[src/verilog/sched_pkg.sv]
// issue scheduler package with window sizes, index types and the interface structs
package sched_pkg;

	// ========================================
	// sizes
	// ========================================

	// capacity of the reorder window in entries
	localparam int ROB_ENTRIES = 16;
	// the selector only looks this far from the head
	localparam int WINDOW_SIZE = 8;
	// operations a single issue port may have outstanding
	localparam int UNIT_CREDITS = 2;
	localparam int TAG_W = 8;
	// two ALU ports and one flow-control port
	localparam int NUM_PORTS = 3;
	localparam int CREDIT_W = $clog2(UNIT_CREDITS + 1);

	// ========================================
	// basic types
	// ========================================

	typedef logic [$clog2(ROB_ENTRIES)-1:0] rob_ndx_t;
	typedef logic [ROB_ENTRIES-1:0] rob_bitmask_t;
	typedef logic [TAG_W-1:0] tag_t;
	typedef logic [CREDIT_W-1:0] credit_t;

	// ALU0_ONLY operations may only run on the first ALU
	typedef enum logic [1:0] {
		ALU = 2'd0,
		ALU0_ONLY = 2'd1,
		FC = 2'd2
	} op_class_e;

	typedef enum logic [1:0] {
		ALU0 = 2'd0,
		ALU1 = 2'd1,
		FCU = 2'd2
	} port_e;

	// ========================================
	// interface structs
	// ========================================

	typedef struct packed {
		logic v;
		op_class_e cls;
		tag_t tag;
	} dispatch_t;

	// issued and done track the life of the entry after dispatch
	typedef struct packed {
		logic v;
		op_class_e cls;
		tag_t tag;
		logic issued;
		logic done;
	} rob_entry_t;

	typedef struct packed {
		logic v;
		rob_ndx_t ndx;
		tag_t tag;
	} issue_t;

	// a unit names its own port so the right credit comes back
	typedef struct packed {
		logic v;
		port_e port;
		rob_ndx_t ndx;
	} complete_t;

	typedef struct packed {
		logic v;
		tag_t tag;
	} retire_t;

endpackage

[src/verilog/rob_window.sv]
// reorder window holding dispatched operations until they retire in order from the head
`timescale 1ns/100ps

module rob_window (
	input logic clk,
	input logic rst,
	input sched_pkg::dispatch_t dispatch_i,
	input sched_pkg::issue_t alu0_issue_i,
	input sched_pkg::issue_t alu1_issue_i,
	input sched_pkg::issue_t fcu_issue_i,
	input sched_pkg::complete_t complete_i,
	output sched_pkg::rob_entry_t [sched_pkg::ROB_ENTRIES-1:0] rob_entries_o,
	output sched_pkg::rob_ndx_t head_o,
	output sched_pkg::retire_t retire_o,
	output logic dispatch_credit_o
);

	import sched_pkg::*;

	// ========================================
	// window state
	// ========================================

	// the entry array is a circular buffer between head and tail
	rob_entry_t [ROB_ENTRIES-1:0] rob_q;
	// head is the oldest live entry and tail is the next free slot
	rob_ndx_t head_q;
	rob_ndx_t tail_q;

	// the three grant buses gathered so one loop can mark them all
	issue_t [NUM_PORTS-1:0] grants;

	// high when the oldest entry has finished and can leave
	logic retire_go;

	assign grants = {fcu_issue_i, alu1_issue_i, alu0_issue_i};

	// an empty head slot has v low, so an empty window never retires
	assign retire_go = rob_q[head_q].v && rob_q[head_q].done;

	// ========================================
	// entry updates
	// ========================================

	// all updates land on one edge
	// the dispatcher cannot write the slot being retired in the same cycle,
	// because a full window leaves it without credits until the retire pulse
	// has gone out
	always_ff @(posedge clk) begin
		if (rst) begin
			// every slot starts empty with its status bits clear
			for (int i = 0; i < ROB_ENTRIES; i++) begin
				rob_q[i].v <= 1'b0;
				rob_q[i].issued <= 1'b0;
				rob_q[i].done <= 1'b0;
			end
			head_q <= '0;
			tail_q <= '0;
			retire_o <= '0;
			dispatch_credit_o <= 1'b0;
		end else begin
			// retire at most one entry per cycle from the head
			retire_o <= '{v: retire_go, tag: rob_q[head_q].tag};
			// every retired entry hands one credit back to the dispatcher
			dispatch_credit_o <= retire_go;
			if (retire_go) begin
				rob_q[head_q].v <= 1'b0;
				head_q <= head_q + rob_ndx_t'(1);
			end

			// a new operation goes in at the tail with clean status
			if (dispatch_i.v) begin
				rob_q[tail_q] <= '{
					v: 1'b1,
					cls: dispatch_i.cls,
					tag: dispatch_i.tag,
					issued: 1'b0,
					done: 1'b0
				};
				tail_q <= tail_q + rob_ndx_t'(1);
			end

			// the issued bit turns on the edge after the grant appears
			// and the selector masks the entry until then
			for (int p = 0; p < NUM_PORTS; p++) begin
				if (grants[p].v) begin
					rob_q[grants[p].ndx].issued <= 1'b1;
				end
			end

			// a unit only completes what it was given, so the entry is
			// already marked issued by the time this arrives
			if (complete_i.v) begin
				rob_q[complete_i.ndx].done <= 1'b1;
			end
		end
	end

	// ========================================
	// outputs
	// ========================================

	// the selector sees the whole array and works out the window itself
	assign rob_entries_o = rob_q;
	assign head_o = head_q;

endmodule

[src/verilog/issue_select.sv]
// issue selector picking the oldest ready entries for two ALU ports and one flow-control port
`timescale 1ns/100ps

module issue_select (
	input logic clk,
	input logic rst,
	input sched_pkg::rob_entry_t [sched_pkg::ROB_ENTRIES-1:0] rob_entries_i,
	input sched_pkg::rob_ndx_t head_i,
	input sched_pkg::complete_t complete_i,
	output sched_pkg::issue_t alu0_issue_o,
	output sched_pkg::issue_t alu1_issue_o,
	output sched_pkg::issue_t fcu_issue_o
);

	import sched_pkg::*;

	// ========================================
	// state and scan variables
	// ========================================

	// free slots per port indexed by port_e
	credit_t [NUM_PORTS-1:0] credit_q;
	// grants made one and two cycles ago
	rob_bitmask_t recent_q;
	rob_bitmask_t recent2_q;
	// flow-control grants in the same two cycles
	logic [1:0] fc_hist_q;

	// grants chosen this cycle that the registers carry onto the outputs
	issue_t alu0_nxt;
	issue_t alu1_nxt;
	issue_t fcu_nxt;
	rob_bitmask_t grant_mask;
	rob_bitmask_t blocked;

	// per port credit taken by a grant and returned by a completion
	logic [NUM_PORTS-1:0] take;
	logic [NUM_PORTS-1:0] ret;

	logic alu0_ok;
	logic alu1_ok;
	logic fcu_ok;
	logic fcu_busy;

	// scan temporaries
	rob_ndx_t scan_ndx;
	rob_entry_t scan_e;
	logic scan_ok;
	logic taken0;
	logic fc_older_open;

	// an entry stays blocked until the window shows its issued bit
	assign blocked = recent_q | recent2_q;

	// the FC unit runs one operation at a time even with spare credits
	assign fcu_busy = credit_q[FCU] != credit_t'(UNIT_CREDITS);

	assign alu0_ok = credit_q[ALU0] != '0;
	assign alu1_ok = credit_q[ALU1] != '0;
	assign fcu_ok = !fcu_busy && !(|fc_hist_q);

	// ========================================
	// oldest-first selection
	// ========================================

	// walk from the head so the first match on each port is the oldest
	always_comb begin
		alu0_nxt = '0;
		alu1_nxt = '0;
		fcu_nxt = '0;
		fc_older_open = 1'b0;
		scan_ndx = head_i;
		scan_e = '0;
		scan_ok = 1'b0;
		taken0 = 1'b0;
		for (int i = 0; i < WINDOW_SIZE; i++) begin
			// the index wraps around the end of the array
			scan_ndx = head_i + rob_ndx_t'(i);
			scan_e = rob_entries_i[scan_ndx];
			scan_ok = scan_e.v && !scan_e.issued && !blocked[scan_ndx];
			taken0 = 1'b0;

			// ALU0 accepts both ALU classes
			if (!alu0_nxt.v && alu0_ok && scan_ok &&
				(scan_e.cls == ALU || scan_e.cls == ALU0_ONLY)) begin
				alu0_nxt = '{v: 1'b1, ndx: scan_ndx, tag: scan_e.tag};
				taken0 = 1'b1;
			end

			// ALU1 takes plain ALU work that ALU0 left behind
			if (!alu1_nxt.v && alu1_ok && scan_ok && !taken0 && scan_e.cls == ALU) begin
				alu1_nxt = '{v: 1'b1, ndx: scan_ndx, tag: scan_e.tag};
			end

			// flow control goes out strictly in program order
			// an older FC that has not finished holds back every younger one
			if (scan_e.v && scan_e.cls == FC) begin
				if (!fcu_nxt.v && fcu_ok && scan_ok && !fc_older_open) begin
					fcu_nxt = '{v: 1'b1, ndx: scan_ndx, tag: scan_e.tag};
				end
				if (!scan_e.done) begin
					fc_older_open = 1'b1;
				end
			end
		end
	end

	// one bit per granted entry, fed into the recently issued mask
	always_comb begin
		grant_mask = '0;
		if (alu0_nxt.v) begin
			grant_mask[alu0_nxt.ndx] = 1'b1;
		end
		if (alu1_nxt.v) begin
			grant_mask[alu1_nxt.ndx] = 1'b1;
		end
		if (fcu_nxt.v) begin
			grant_mask[fcu_nxt.ndx] = 1'b1;
		end
	end

	// ========================================
	// credits
	// ========================================

	assign take = {fcu_nxt.v, alu1_nxt.v, alu0_nxt.v};

	always_comb begin
		for (int p = 0; p < NUM_PORTS; p++) begin
			ret[p] = complete_i.v && (complete_i.port == port_e'(p));
		end
	end

	// ========================================
	// registered grants and history
	// ========================================

	always_ff @(posedge clk) begin
		if (rst) begin
			alu0_issue_o <= '0;
			alu1_issue_o <= '0;
			fcu_issue_o <= '0;
			recent_q <= '0;
			recent2_q <= '0;
			fc_hist_q <= '0;
			for (int p = 0; p < NUM_PORTS; p++) begin
				credit_q[p] <= credit_t'(UNIT_CREDITS);
			end
		end else begin
			// each valid lasts exactly one cycle since a new grant
			// is picked every cycle
			alu0_issue_o <= alu0_nxt;
			alu1_issue_o <= alu1_nxt;
			fcu_issue_o <= fcu_nxt;
			recent_q <= grant_mask;
			recent2_q <= recent_q;
			fc_hist_q <= {fc_hist_q[0], fcu_nxt.v};
			// a grant and a completion on the same port cancel out
			for (int p = 0; p < NUM_PORTS; p++) begin
				credit_q[p] <= credit_q[p] - credit_t'(take[p]) + credit_t'(ret[p]);
			end
		end
	end

endmodule

[src/verilog/sched_top.sv]
// issue scheduler top level joining the reorder window and the issue selector
`timescale 1ns/100ps

module sched_top (
	input logic clk,
	input logic rst,
	input sched_pkg::dispatch_t dispatch_i,
	input sched_pkg::complete_t complete_i,
	output sched_pkg::issue_t alu0_issue_o,
	output sched_pkg::issue_t alu1_issue_o,
	output sched_pkg::issue_t fcu_issue_o,
	output sched_pkg::retire_t retire_o,
	output logic dispatch_credit_o
);

	import sched_pkg::*;

	// ========================================
	// internal nets
	// ========================================

	// window contents seen by the selector
	rob_entry_t [ROB_ENTRIES-1:0] rob_entries;
	rob_ndx_t head;

	// grants go out of the core and back into the window
	issue_t alu0_issue;
	issue_t alu1_issue;
	issue_t fcu_issue;

	assign alu0_issue_o = alu0_issue;
	assign alu1_issue_o = alu1_issue;
	assign fcu_issue_o = fcu_issue;

	// ========================================
	// instances
	// ========================================

	// the window stores entries and retires them in program order
	rob_window u_rob_window (
		.clk(clk),
		.rst(rst),
		.dispatch_i(dispatch_i),
		.alu0_issue_i(alu0_issue),
		.alu1_issue_i(alu1_issue),
		.fcu_issue_i(fcu_issue),
		.complete_i(complete_i),
		.rob_entries_o(rob_entries),
		.head_o(head),
		.retire_o(retire_o),
		.dispatch_credit_o(dispatch_credit_o)
	);

	// completions also feed the selector so port credits come back
	issue_select u_issue_select (
		.clk(clk),
		.rst(rst),
		.rob_entries_i(rob_entries),
		.head_i(head),
		.complete_i(complete_i),
		.alu0_issue_o(alu0_issue),
		.alu1_issue_o(alu1_issue),
		.fcu_issue_o(fcu_issue)
	);

endmodule

[config.mk]
export PLATFORM = sky130hd
export DESIGN_NAME = sched_top
export DESIGN_NICKNAME = d
export VERILOG_FILES = /design/src/verilog/sched_pkg.sv /design/src/verilog/rob_window.sv /design/src/verilog/issue_select.sv /design/src/verilog/sched_top.sv
export SDC_FILE = /design/constraint.sdc
export NUM_CORES = 1
export LEC_CHECK = 0
export ABC_AREA = 1
export BUFFER_PORTS_ARGS = -buffer_cell sky130_fd_sc_hd__buf_2
export CAP_MARGIN = 20
export CELL_PAD_IN_SITES_DETAIL_PLACEMENT = 0
export CELL_PAD_IN_SITES_GLOBAL_PLACEMENT = 1
export CORE_ASPECT_RATIO = 1.4
export CORE_MARGIN = 1.5
export CORE_UTILIZATION = 49
export CTS_CLUSTER_DIAMETER = 150
export DETAILED_ROUTE_END_ITERATION = 10
export GPL_TIMING_DRIVEN = 0
export PLACE_DENSITY = 0.84
export SYNTH_ARGS = -nofsm -noshare
export SYNTH_HDL_FRONTEND = slang
export SYNTH_HIERARCHICAL = 1
export SYNTH_SLANG_ARGS = --single-unit
[constraint.sdc]
create_clock -name clk -period 12.9 [get_ports clk]
set_clock_uncertainty 0.15 [all_clocks]
set_input_delay 1.29 -clock clk [delete_from_list [all_inputs] [get_ports clk]]
set_output_delay 1.29 -clock clk [all_outputs]
set_load 0.05 [all_outputs]
==> out/results.ini, run 1 <==
[status]
outcome = aborted with a tool error
lastStage = global routing (5_1_grt)
error_line = [ERROR GRT-0116] Global routing finished with congestion. Check the congestion regions in the DRC Viewer.

[clock_tree]
cts_root_buf = clkbuf_16
clockBufferDepth = 3
h-tree-depth = 1
ctsResizeCount = 0
cts_sinks = 303
cts_made_buffers = 30
postCtsHoldBufs = 0
post_cts_buffers = 0

[floorplanning]
die_x_um = 190
ioPinCount = 69
initial_core_util_pct = 49.7
fp.dieH_um = 264
num_rows = 95

[yosys]
netlist_area_mm2 = 0.0239
synth_nets = 3815
async_flop_share_pct = 0
yosysWarnings = 6
synth_seq_area_share_pct = 32.1
synth.distinct_cells = 70
synth-seq-cells = 303
postSynthAreaPerCell_um2 = 6.33
synth_cells = 3774
synthFlopType = edfxtp_1
synth_edf_count = 160

[placement]
gp_congestion = 1.16
dp_hpwl_um = 98300
portBuffers = 67

[global_routing]
grt.overflow.total = 2
grt_pass1_wl_um = 197000
grtUsageTotal_pct = 53.8
grt_start_max_net_pins = 18
grt_pass1_vias = 29900

==> logic make-up after synthesis <==
family | share of synthesized area [%]
adder cells (fa/ha/maj) | 1.10
flip-flops | 32.1
buffers and inverters | 8.83
XOR/XNOR | 0.471
multiplexers | 0.168
AND/OR/NAND/NOR | 42.7
AO/OA/AOI/OAI | 14.7
==> synth_stat cells, types with 38 or more instances <==
cell type | n | area share, %
nor2_1 | 433 | 6.8
nand4_1 | 38 | 0.99
o21ai_0 | 277 | 5.8
buf_2 | 47 | 0.98
nand2_1 | 1226 | 19
edfxtp_1 | 160 | 20
clkbuf_1 | 104 | 1.6
inv_1 | 231 | 3.6
dfxtp_1 | 143 | 12
a21oi_1 | 110 | 2.3
nand3_1 | 508 | 11
o22ai_1 | 54 | 1.4
==> per-layer routing <==
metal	GRT usage, %	overflow
met2	81.4	1
met4	52.5	1
met1	56.4	0
met3	21.0	0
met5	0.592	0
==> through the flow <==
step                      hold slack [ns]  util [%]  instances  setup slack [ns]  cell area (um2)
after floorplan                     0.253         -       3774              8.05            23900
after global placement              0.258      52.0       4471              5.74            25000
after detailed placement            0.264      52.2       4483              5.70            25100
after CTS                           0.268      54.3       4539              5.64            26100
==> inputs of run 2 (changes only) <==
--- a/config.mk
+++ b/config.mk
@@ -8,15 +8,11 @@
 export ABC_AREA = 1
 export BUFFER_PORTS_ARGS = -buffer_cell sky130_fd_sc_hd__buf_2
 export CAP_MARGIN = 20
-export CELL_PAD_IN_SITES_DETAIL_PLACEMENT = 0
-export CELL_PAD_IN_SITES_GLOBAL_PLACEMENT = 1
-export CORE_ASPECT_RATIO = 1.4
 export CORE_MARGIN = 1.5
-export CORE_UTILIZATION = 49
-export CTS_CLUSTER_DIAMETER = 150
+export CORE_UTILIZATION = 40
 export DETAILED_ROUTE_END_ITERATION = 10
 export GPL_TIMING_DRIVEN = 0
-export PLACE_DENSITY = 0.84
+export PLACE_DENSITY_LB_ADDON = 0.15
 export SYNTH_ARGS = -nofsm -noshare
 export SYNTH_HDL_FRONTEND = slang
 export SYNTH_HIERARCHICAL = 1
==> run 2 against run 1 <==
Against the previous run:
- the flow now finishes without violations
- area after synthesis did not move
- synthesized cell count is the same
==> out/results.ini, run 2 <==
[critical_path]
cp-start-kind = register
worst_setup_path_end_kind = register
worst-setup-path-type = reg -> reg
cpMaxStageDelayCell = clkbuf_1
reg2reg_from = u_rob_window/head_o[1]
cp_max_fo = 13
cp.required_ns = 13.27
r2r-end = u_issue_select/credit_q[3]
reg2reg_depth = 28
crit_path_max_incr_delay_ns = 0.77
regToRegSetupSlack_ns = 5.47
worstPathArrival_ns = 7.80
crit_path_frequent_cell = buf_2

[clock_tree]
cts_root_buf = clkbuf_16  ; unchanged
clkTransAtPathRegs_ns = 0.06
ctsResizeCount = 0  ; unchanged
insertion_delay_ns = 0.58
postCtsHoldBufs = 0  ; unchanged
cts_tree = built
post_cts_buffers = 0  ; unchanged
h-tree-depth = 2  ; was 1
cts_sinks = 303  ; unchanged
cts_made_buffers = 36  ; was 30
clockBufferDepth = 3  ; unchanged

[yosys]
yosysWarnings = 6  ; unchanged
netlist_area_mm2 = 0.0239  ; unchanged
synth_cells = 3774  ; unchanged
synth_area_leaders = edfxtp_1 (20%), nand2_1 (19%), dfxtp_1 (12%)  ; unchanged
postSynthAreaPerCell_um2 = 6.33  ; unchanged
synth_edf_count = 160  ; unchanged
synth-seq-cells = 303  ; unchanged
synth_common_cells = nand2_1 (1226), nand3_1 (508), nor2_1 (433)  ; unchanged
synth_nets = 3815  ; unchanged
synthFlopType = edfxtp_1  ; unchanged
synth_top_area_share_pct = 20.1  ; unchanged
yosys.cell_count.top_type = nand2_1  ; unchanged
yosysTopAreaCell = edfxtp_1  ; unchanged
synth.distinct_cells = 70  ; unchanged
synth_seq_area_share_pct = 32.1  ; unchanged
async_flop_share_pct = 0  ; unchanged

[global_routing]
grtUsageTotal_pct = 38.2
grt_start_max_net_pins = 17
grt.overflow.total = 0
antenna_found_initial = 1
grt_pass1_wl_um = 170000
grtUsageMet1_pct = 54.1
met3_usage_pct = 12.1
grt.busiest_layer = met2
grt_pass1_vias = 24500
met2_usage_pct = 54.3

[route]
drt-initial-drc-count = 4441
wire_per_inst_um = 25.6
via_per_inst = 6.00
dr.pass1.iters = 7
drc = 0
vias = 28200
wl_um = 120000
ant_nets = 0

[pwr]
power.density_mw_per_mm2 = 91.7
ir_worst_vdd_mv = 0.125
p_leak_nw = 11.4

[sta]
maxSlewViolCount = 0
hold_violations = 0
relSlewSlack_pct = 29.0
timing.setup.tns_ns = 0
fmax_ghz = 0.135
period_share_pct = 57.6
rsz0062_at_grt = false
setup_violations = 0
min_period_ns = 7.43
worst_pin_slew_ns = 1.06

[worst_hold_path]
hold_path_end = u_issue_select/recent2_q[14]
hold_depth = 2
hold_start = u_issue_select/recent_q[14]
hold_path_class = reg -> reg

[placement]
portBuffers = 67  ; unchanged
placed_area_mm2 = 0.0254  ; was 0.0251 mm2
dp_hpwl_um = 96200  ; was 98300 um
gp_congestion = 1.03  ; was 1.16

[flow_run]
maxCapViolations = 0

[finish]
nets = 3932
n_antenna_cell = 0
final_cell_mix = nand2_1 (1226), nand3_1 (508), nor2_1 (419), o21ai_0 (277), inv_1 (231)
final_area_mm2 = 0.0266
syn_to_final_growth_pct = 11.3
layout_commonest_cell = nand2_1
drive_gt1_share_pct = 10.1

[floorplanning]
core_area_mm2 = 0.0590
num_rows = 89  ; was 95
fp.dieH_um = 247  ; was 264 um
ioPinCount = 69  ; unchanged
dieArea_mm2 = 0.0612
initial_core_util_pct = 40.5  ; was 49.7%
die_x_um = 247  ; was 190 um

[status]
outcome = complete, no violations  ; was aborted with a tool error

==> run 2: cell counts after synthesis <==
No cell type changed its count.
==> run 2: how the worst max path moves through the flow <==
stage / startpoint / endpoint / slack (ns)
after global placement: u_rob_window/head_o[1] / u_issue_select/credit_q[3] / 5.66
after CTS: u_rob_window/head_o[1] / u_issue_select/credit_q[3] / 5.70
after floorplan: u_rob_window/head_o[1] / u_issue_select/credit_q[3] / 8.05
after detailed placement: u_rob_window/head_o[1] / u_issue_select/credit_q[3] / 5.70
final: u_rob_window/head_o[1] / u_issue_select/credit_q[3] / 5.47
after global routing: u_rob_window/head_o[1] / u_issue_select/credit_q[3] / 5.31
==> run 2: through the flow <==
| stage | utilization [%] | power [mW] | setup slack (ns) | cells | hold slack [ns] |
|---|---|---|---|---|---|
| 3_3_place_gp | 42.7 | 1.41 | 5.66 | 4614 | 0.262 |
| 4_1_cts | 45.1 | 2.45 | 5.70 | 4691 | 0.274 |
| 6_report | 45.1 | 2.44 | 5.47 | 4692 | 0.271 |
| 2_1_floorplan | - | 1.29 | 8.05 | 3774 | 0.253 |
| 3_5_place_dp | 43.0 | 1.41 | 5.70 | 4625 | 0.260 |
| 5_1_grt | 45.1 | 2.52 | 5.31 | 4692 | 0.287 |
==> run 2: cell type report <==
class	instances	area, um2
Timing Repair Buffer	79	513
Clock buffer	39	912
Tap cell	773	967
Sequential cell	303	7670
Buffer	220	1120
Clock inverter	27	278
Fill cell	6396	32400
Multi-Input combinational cell	2986	14200
Inverter	265	995
==> run 2: worst max-delay path: cells and delay by family (launching register included) <==
kind	cells	cell delay (ns)
AND/OR/NAND/NOR	12	2.19
AO/OA/AOI/OAI	1	0.28
adder cells (fa/ha/maj)	3	0.94
flip-flops	1	0.42
buffers and inverters	12	3.36
==> run 2: where the power goes <==
part | switching, mW | total (mW) | internal, mW | leakage, nW
Combinational | 0.266 | 0.358 | 0.0920 | 8.23
Sequential | 0.0157 | 1.05 | 1.03 | 2.60
Clock | 0.433 | 1.03 | 0.600 | 0.573
Total | 0.714 | 2.44 | 1.73 | 11.4
==> run 2: logic make-up after synthesis <==
kind of cell | after synthesis | synth area share (%)
adders and majority gates | 21 | 1.10
muxes | 4 | 0.168
AOI/OAI and AO/OA | 594 | 14.7
buffers and inverters | 485 | 8.83
DFF | 303 | 32.1
and+or+nand+nor | 2358 | 42.7
xor gates and xnor gates | 9 | 0.471
==> run 2: metal layers <==
metal | part of all wire (%) | routed length [um]
met5 | 0.067 | 81
met2 | 40 | 48400
met3 | 14 | 16300
met4 | 3.9 | 4640
met1 | 42 | 50700
Power figures use the tool's default switching activity.
==> inputs of run 3 (changes only) <==
==> constraint.sdc (replaced) <==
create_clock -name clk -period 6.6 [get_ports clk]
set_clock_uncertainty 0.15 [all_clocks]
set_input_delay 0.66 -clock clk [delete_from_list [all_inputs] [get_ports clk]]
set_output_delay 0.66 -clock clk [all_outputs]
set_load 0.05 [all_outputs]
==> run 3 against run 2 <==
Against the previous run:
- utilization about the same
- wire length up 0.20%
- register-to-register slack worse by 5.5 ns
- final area about the same
- setup slack worse by 5.5 ns
==> out/results.ini, run 3 (synthesis gave the netlist of run 2 again) <==
[clock_tree]
cts_sinks = 303  ; unchanged
h-tree-depth = 2  ; unchanged
cts_made_buffers = 36  ; unchanged
clkTransAtPathRegs_ns = 0.06  ; about the same
insertion_delay_ns = 0.58  ; about the same
clockBufferDepth = 3  ; unchanged
cts_root_buf = clkbuf_16  ; unchanged
cts_tree = built  ; unchanged

[sta]
hold_slack_ns = 0.265  ; was 0.271 ns
hold_violations = 0  ; unchanged
worst_pin_slew_ns = 1.07  ; was 1.06 ns
setup_violations = 0  ; unchanged
rsz0062_at_grt = false  ; unchanged
relSlewSlack_pct = 28.7  ; was 29.0%
fmax_ghz = 0.152  ; was 0.135 GHz
period_share_pct = 99.9  ; was 57.6%
maxSlewViolCount = 0  ; unchanged
min_period_ns = 6.60  ; was 7.43 ns

[floorplanning]
num_rows = 89  ; unchanged
fp.dieH_um = 247  ; unchanged
ioPinCount = 69  ; unchanged
die_x_um = 247  ; unchanged
core_area_mm2 = 0.0590  ; unchanged
initial_core_util_pct = 40.5  ; unchanged
dieArea_mm2 = 0.0612  ; unchanged

[critical_path]
setup.worst_path.end = u_issue_select/recent_q[1]  ; was u_issue_select/credit_q[3]
worst_setup_path_end_kind = register  ; unchanged
regToRegSetupSlack_ns = 0.005  ; was 5.47 ns
cp-start-kind = register  ; unchanged
cp.required_ns = 6.87  ; was 13.27 ns
r2r-end = u_issue_select/recent_q[1]  ; was u_issue_select/credit_q[3]
reg2reg_from = u_rob_window/head_o[0]  ; was u_rob_window/head_o[1]
worst-setup-path-type = reg -> reg  ; unchanged
cp-startpoint = u_rob_window/head_o[0]  ; was u_rob_window/head_o[1]
cp_max_fo = 19  ; was 13
worstPathArrival_ns = 6.87  ; was 7.80 ns
reg2reg_depth = 27  ; was 28

[global_routing]
grtUsageTotal_pct = 38.2  ; about the same
grt_pass1_wl_um = 170000  ; about the same
antenna_found_initial = 1  ; unchanged
grt.overflow.total = 0  ; unchanged
grt_start_max_net_pins = 20  ; was 17
grt_pass1_vias = 24500  ; about the same

[route]
ant_nets = 0  ; unchanged
drc = 0  ; unchanged
wire_per_inst_um = 25.7  ; was 25.6 um
vias = 28100  ; was 28200
dr.pass1.iters = 7  ; unchanged
wl_um = 120000  ; about the same
drt-initial-drc-count = 4206  ; was 4441
via_per_inst = 6.00  ; about the same

[finish]
layout_commonest_cell = nand2_1  ; unchanged
multi_input_area_mm2 = 0.0142  ; about the same
nets = 3930  ; was 3932
final_cell_mix = nand2_1 (1226), nand3_1 (508), nor2_1 (419), o21ai_0 (277), inv_1 (231)  ; unchanged
syn_to_final_growth_pct = 11.4  ; was 11.3%
fillers = 6402  ; was 6396
seqCellArea_mm2 = 0.00767  ; unchanged
drive_gt1_share_pct = 10.2  ; was 10.1%

[flow_run]
maxCapViolations = 0  ; unchanged

[pwr]
total_power_mw = 4.77  ; was 2.44 mW
ir_worst_vdd_mv = 0.244  ; was 0.125 mV
p_leak_nw = 11.4  ; about the same
power.density_mw_per_mm2 = 179  ; was 91.7 mW/mm2

[worst_hold_path]
hold_depth = 3  ; was 2
hold_start = complete_i[1]  ; was u_issue_select/recent_q[14]
hold_path_class = in -> reg  ; was reg -> reg

[placement]
dp_hpwl_um = 96200  ; unchanged
portBuffers = 67  ; unchanged
gp_congestion = 1.03  ; unchanged

[status]
outcome = complete, no violations  ; unchanged

-- run 3: cell types whose count changed in the layout (fill, tap and decap cells not counted), sizes merged --
cell   delta
diode     +1
buf       -2
-- run 3: layout make-up --
class / instances / share of cell area, %
inverter: 265 / 3.74
clock buffer: 39 / 3.43
sequential: 303 / 28.8
tap: 773 / 3.63
clock inverter: 27 / 1.04
timing repair buffer: 79 / 1.93
antenna: 1 / 0.00940
buffer: 218 / 4.20
multi-input combinational: 2986 / 53.2
-- run 3: through the flow --
stage / cell area [um2] / utilization (%) / instances / setup slack [ns] / TNS (ns)
after floorplan: 23900 / - / 3774 / 1.75 / 0
after global placement: 25200 / 42.7 / 4614 / -0.637 / -10.62
after detailed placement: 25400 / 43.0 / 4625 / -0.604 / -8.78
after CTS: 26600 / 45.1 / 4689 / 0.256 / 0
after global routing: 26600 / 45.1 / 4690 / 0.00629 / 0
final: 26600 / 45.1 / 4691 / 0.00473 / 0
-- run 3: how the worst min path moves through the flow --
stage                                                end  slack, ns
after floorplan              u_issue_select/recent2_q[0]       0.25
after global placement      u_issue_select/recent2_q[15]       0.26
after detailed placement     u_issue_select/recent2_q[3]       0.26
after CTS                 u_rob_window/rob_entries_o[39]       0.25
after global routing      u_rob_window/rob_entries_o[39]       0.26
final                     u_rob_window/rob_entries_o[39]       0.27
-- run 3: critical path, stage by stage (launching register included) --
cell and delay, ns:
dfxtp_1 0.43, inv_2 0.26, buf_4 0.28, buf_2 0.47, buf_2 0.45, ha_1 0.39, inv_2 0.13, buf_2 0.32
buf_2 0.40, buf_2 0.39, a21oi_1 0.09, o31ai_1 0.61, nand3_1 0.36, nand2_2 0.20, inv_2 0.05, nand2_2 0.09
nand3_2 0.09, nor2_2 0.11, buf_4 0.22, nand2_1 0.08, nand2_1 0.20, nor2_1 0.07, nor2_1 0.14, nor2_2 0.08
nand2_1 0.06, nand2_1 0.05, nor2_1 0.17, nor2_1 0.06
-- run 3: power by group --
group | switching (mW) | internal (mW)
combinational | 0.520 | 0.180
sequential | 0.0308 | 2.02
clock | 0.850 | 1.17
total | 1.40 | 3.37
-- run 3: what timing repair did --
action                     4_1_cts  5_1_grt
gates resized for setup          4        3
gates cloned                     0        0
setup endpoints to repair       41       19
hold buffers                     0        0
buffers inserted                 0        0
-- run 3: layer usage --
metal / up-vias / part of all wire [%] / track usage [%]
li1: 12800 / - / -
met1: 13100 / 42 / 54.2
met2: 1900 / 40 / 54.4
met3: 280 / 13 / 11.9
met4: 4 / 3.7 / 13.0
met5: - / 0.066 / 0.874
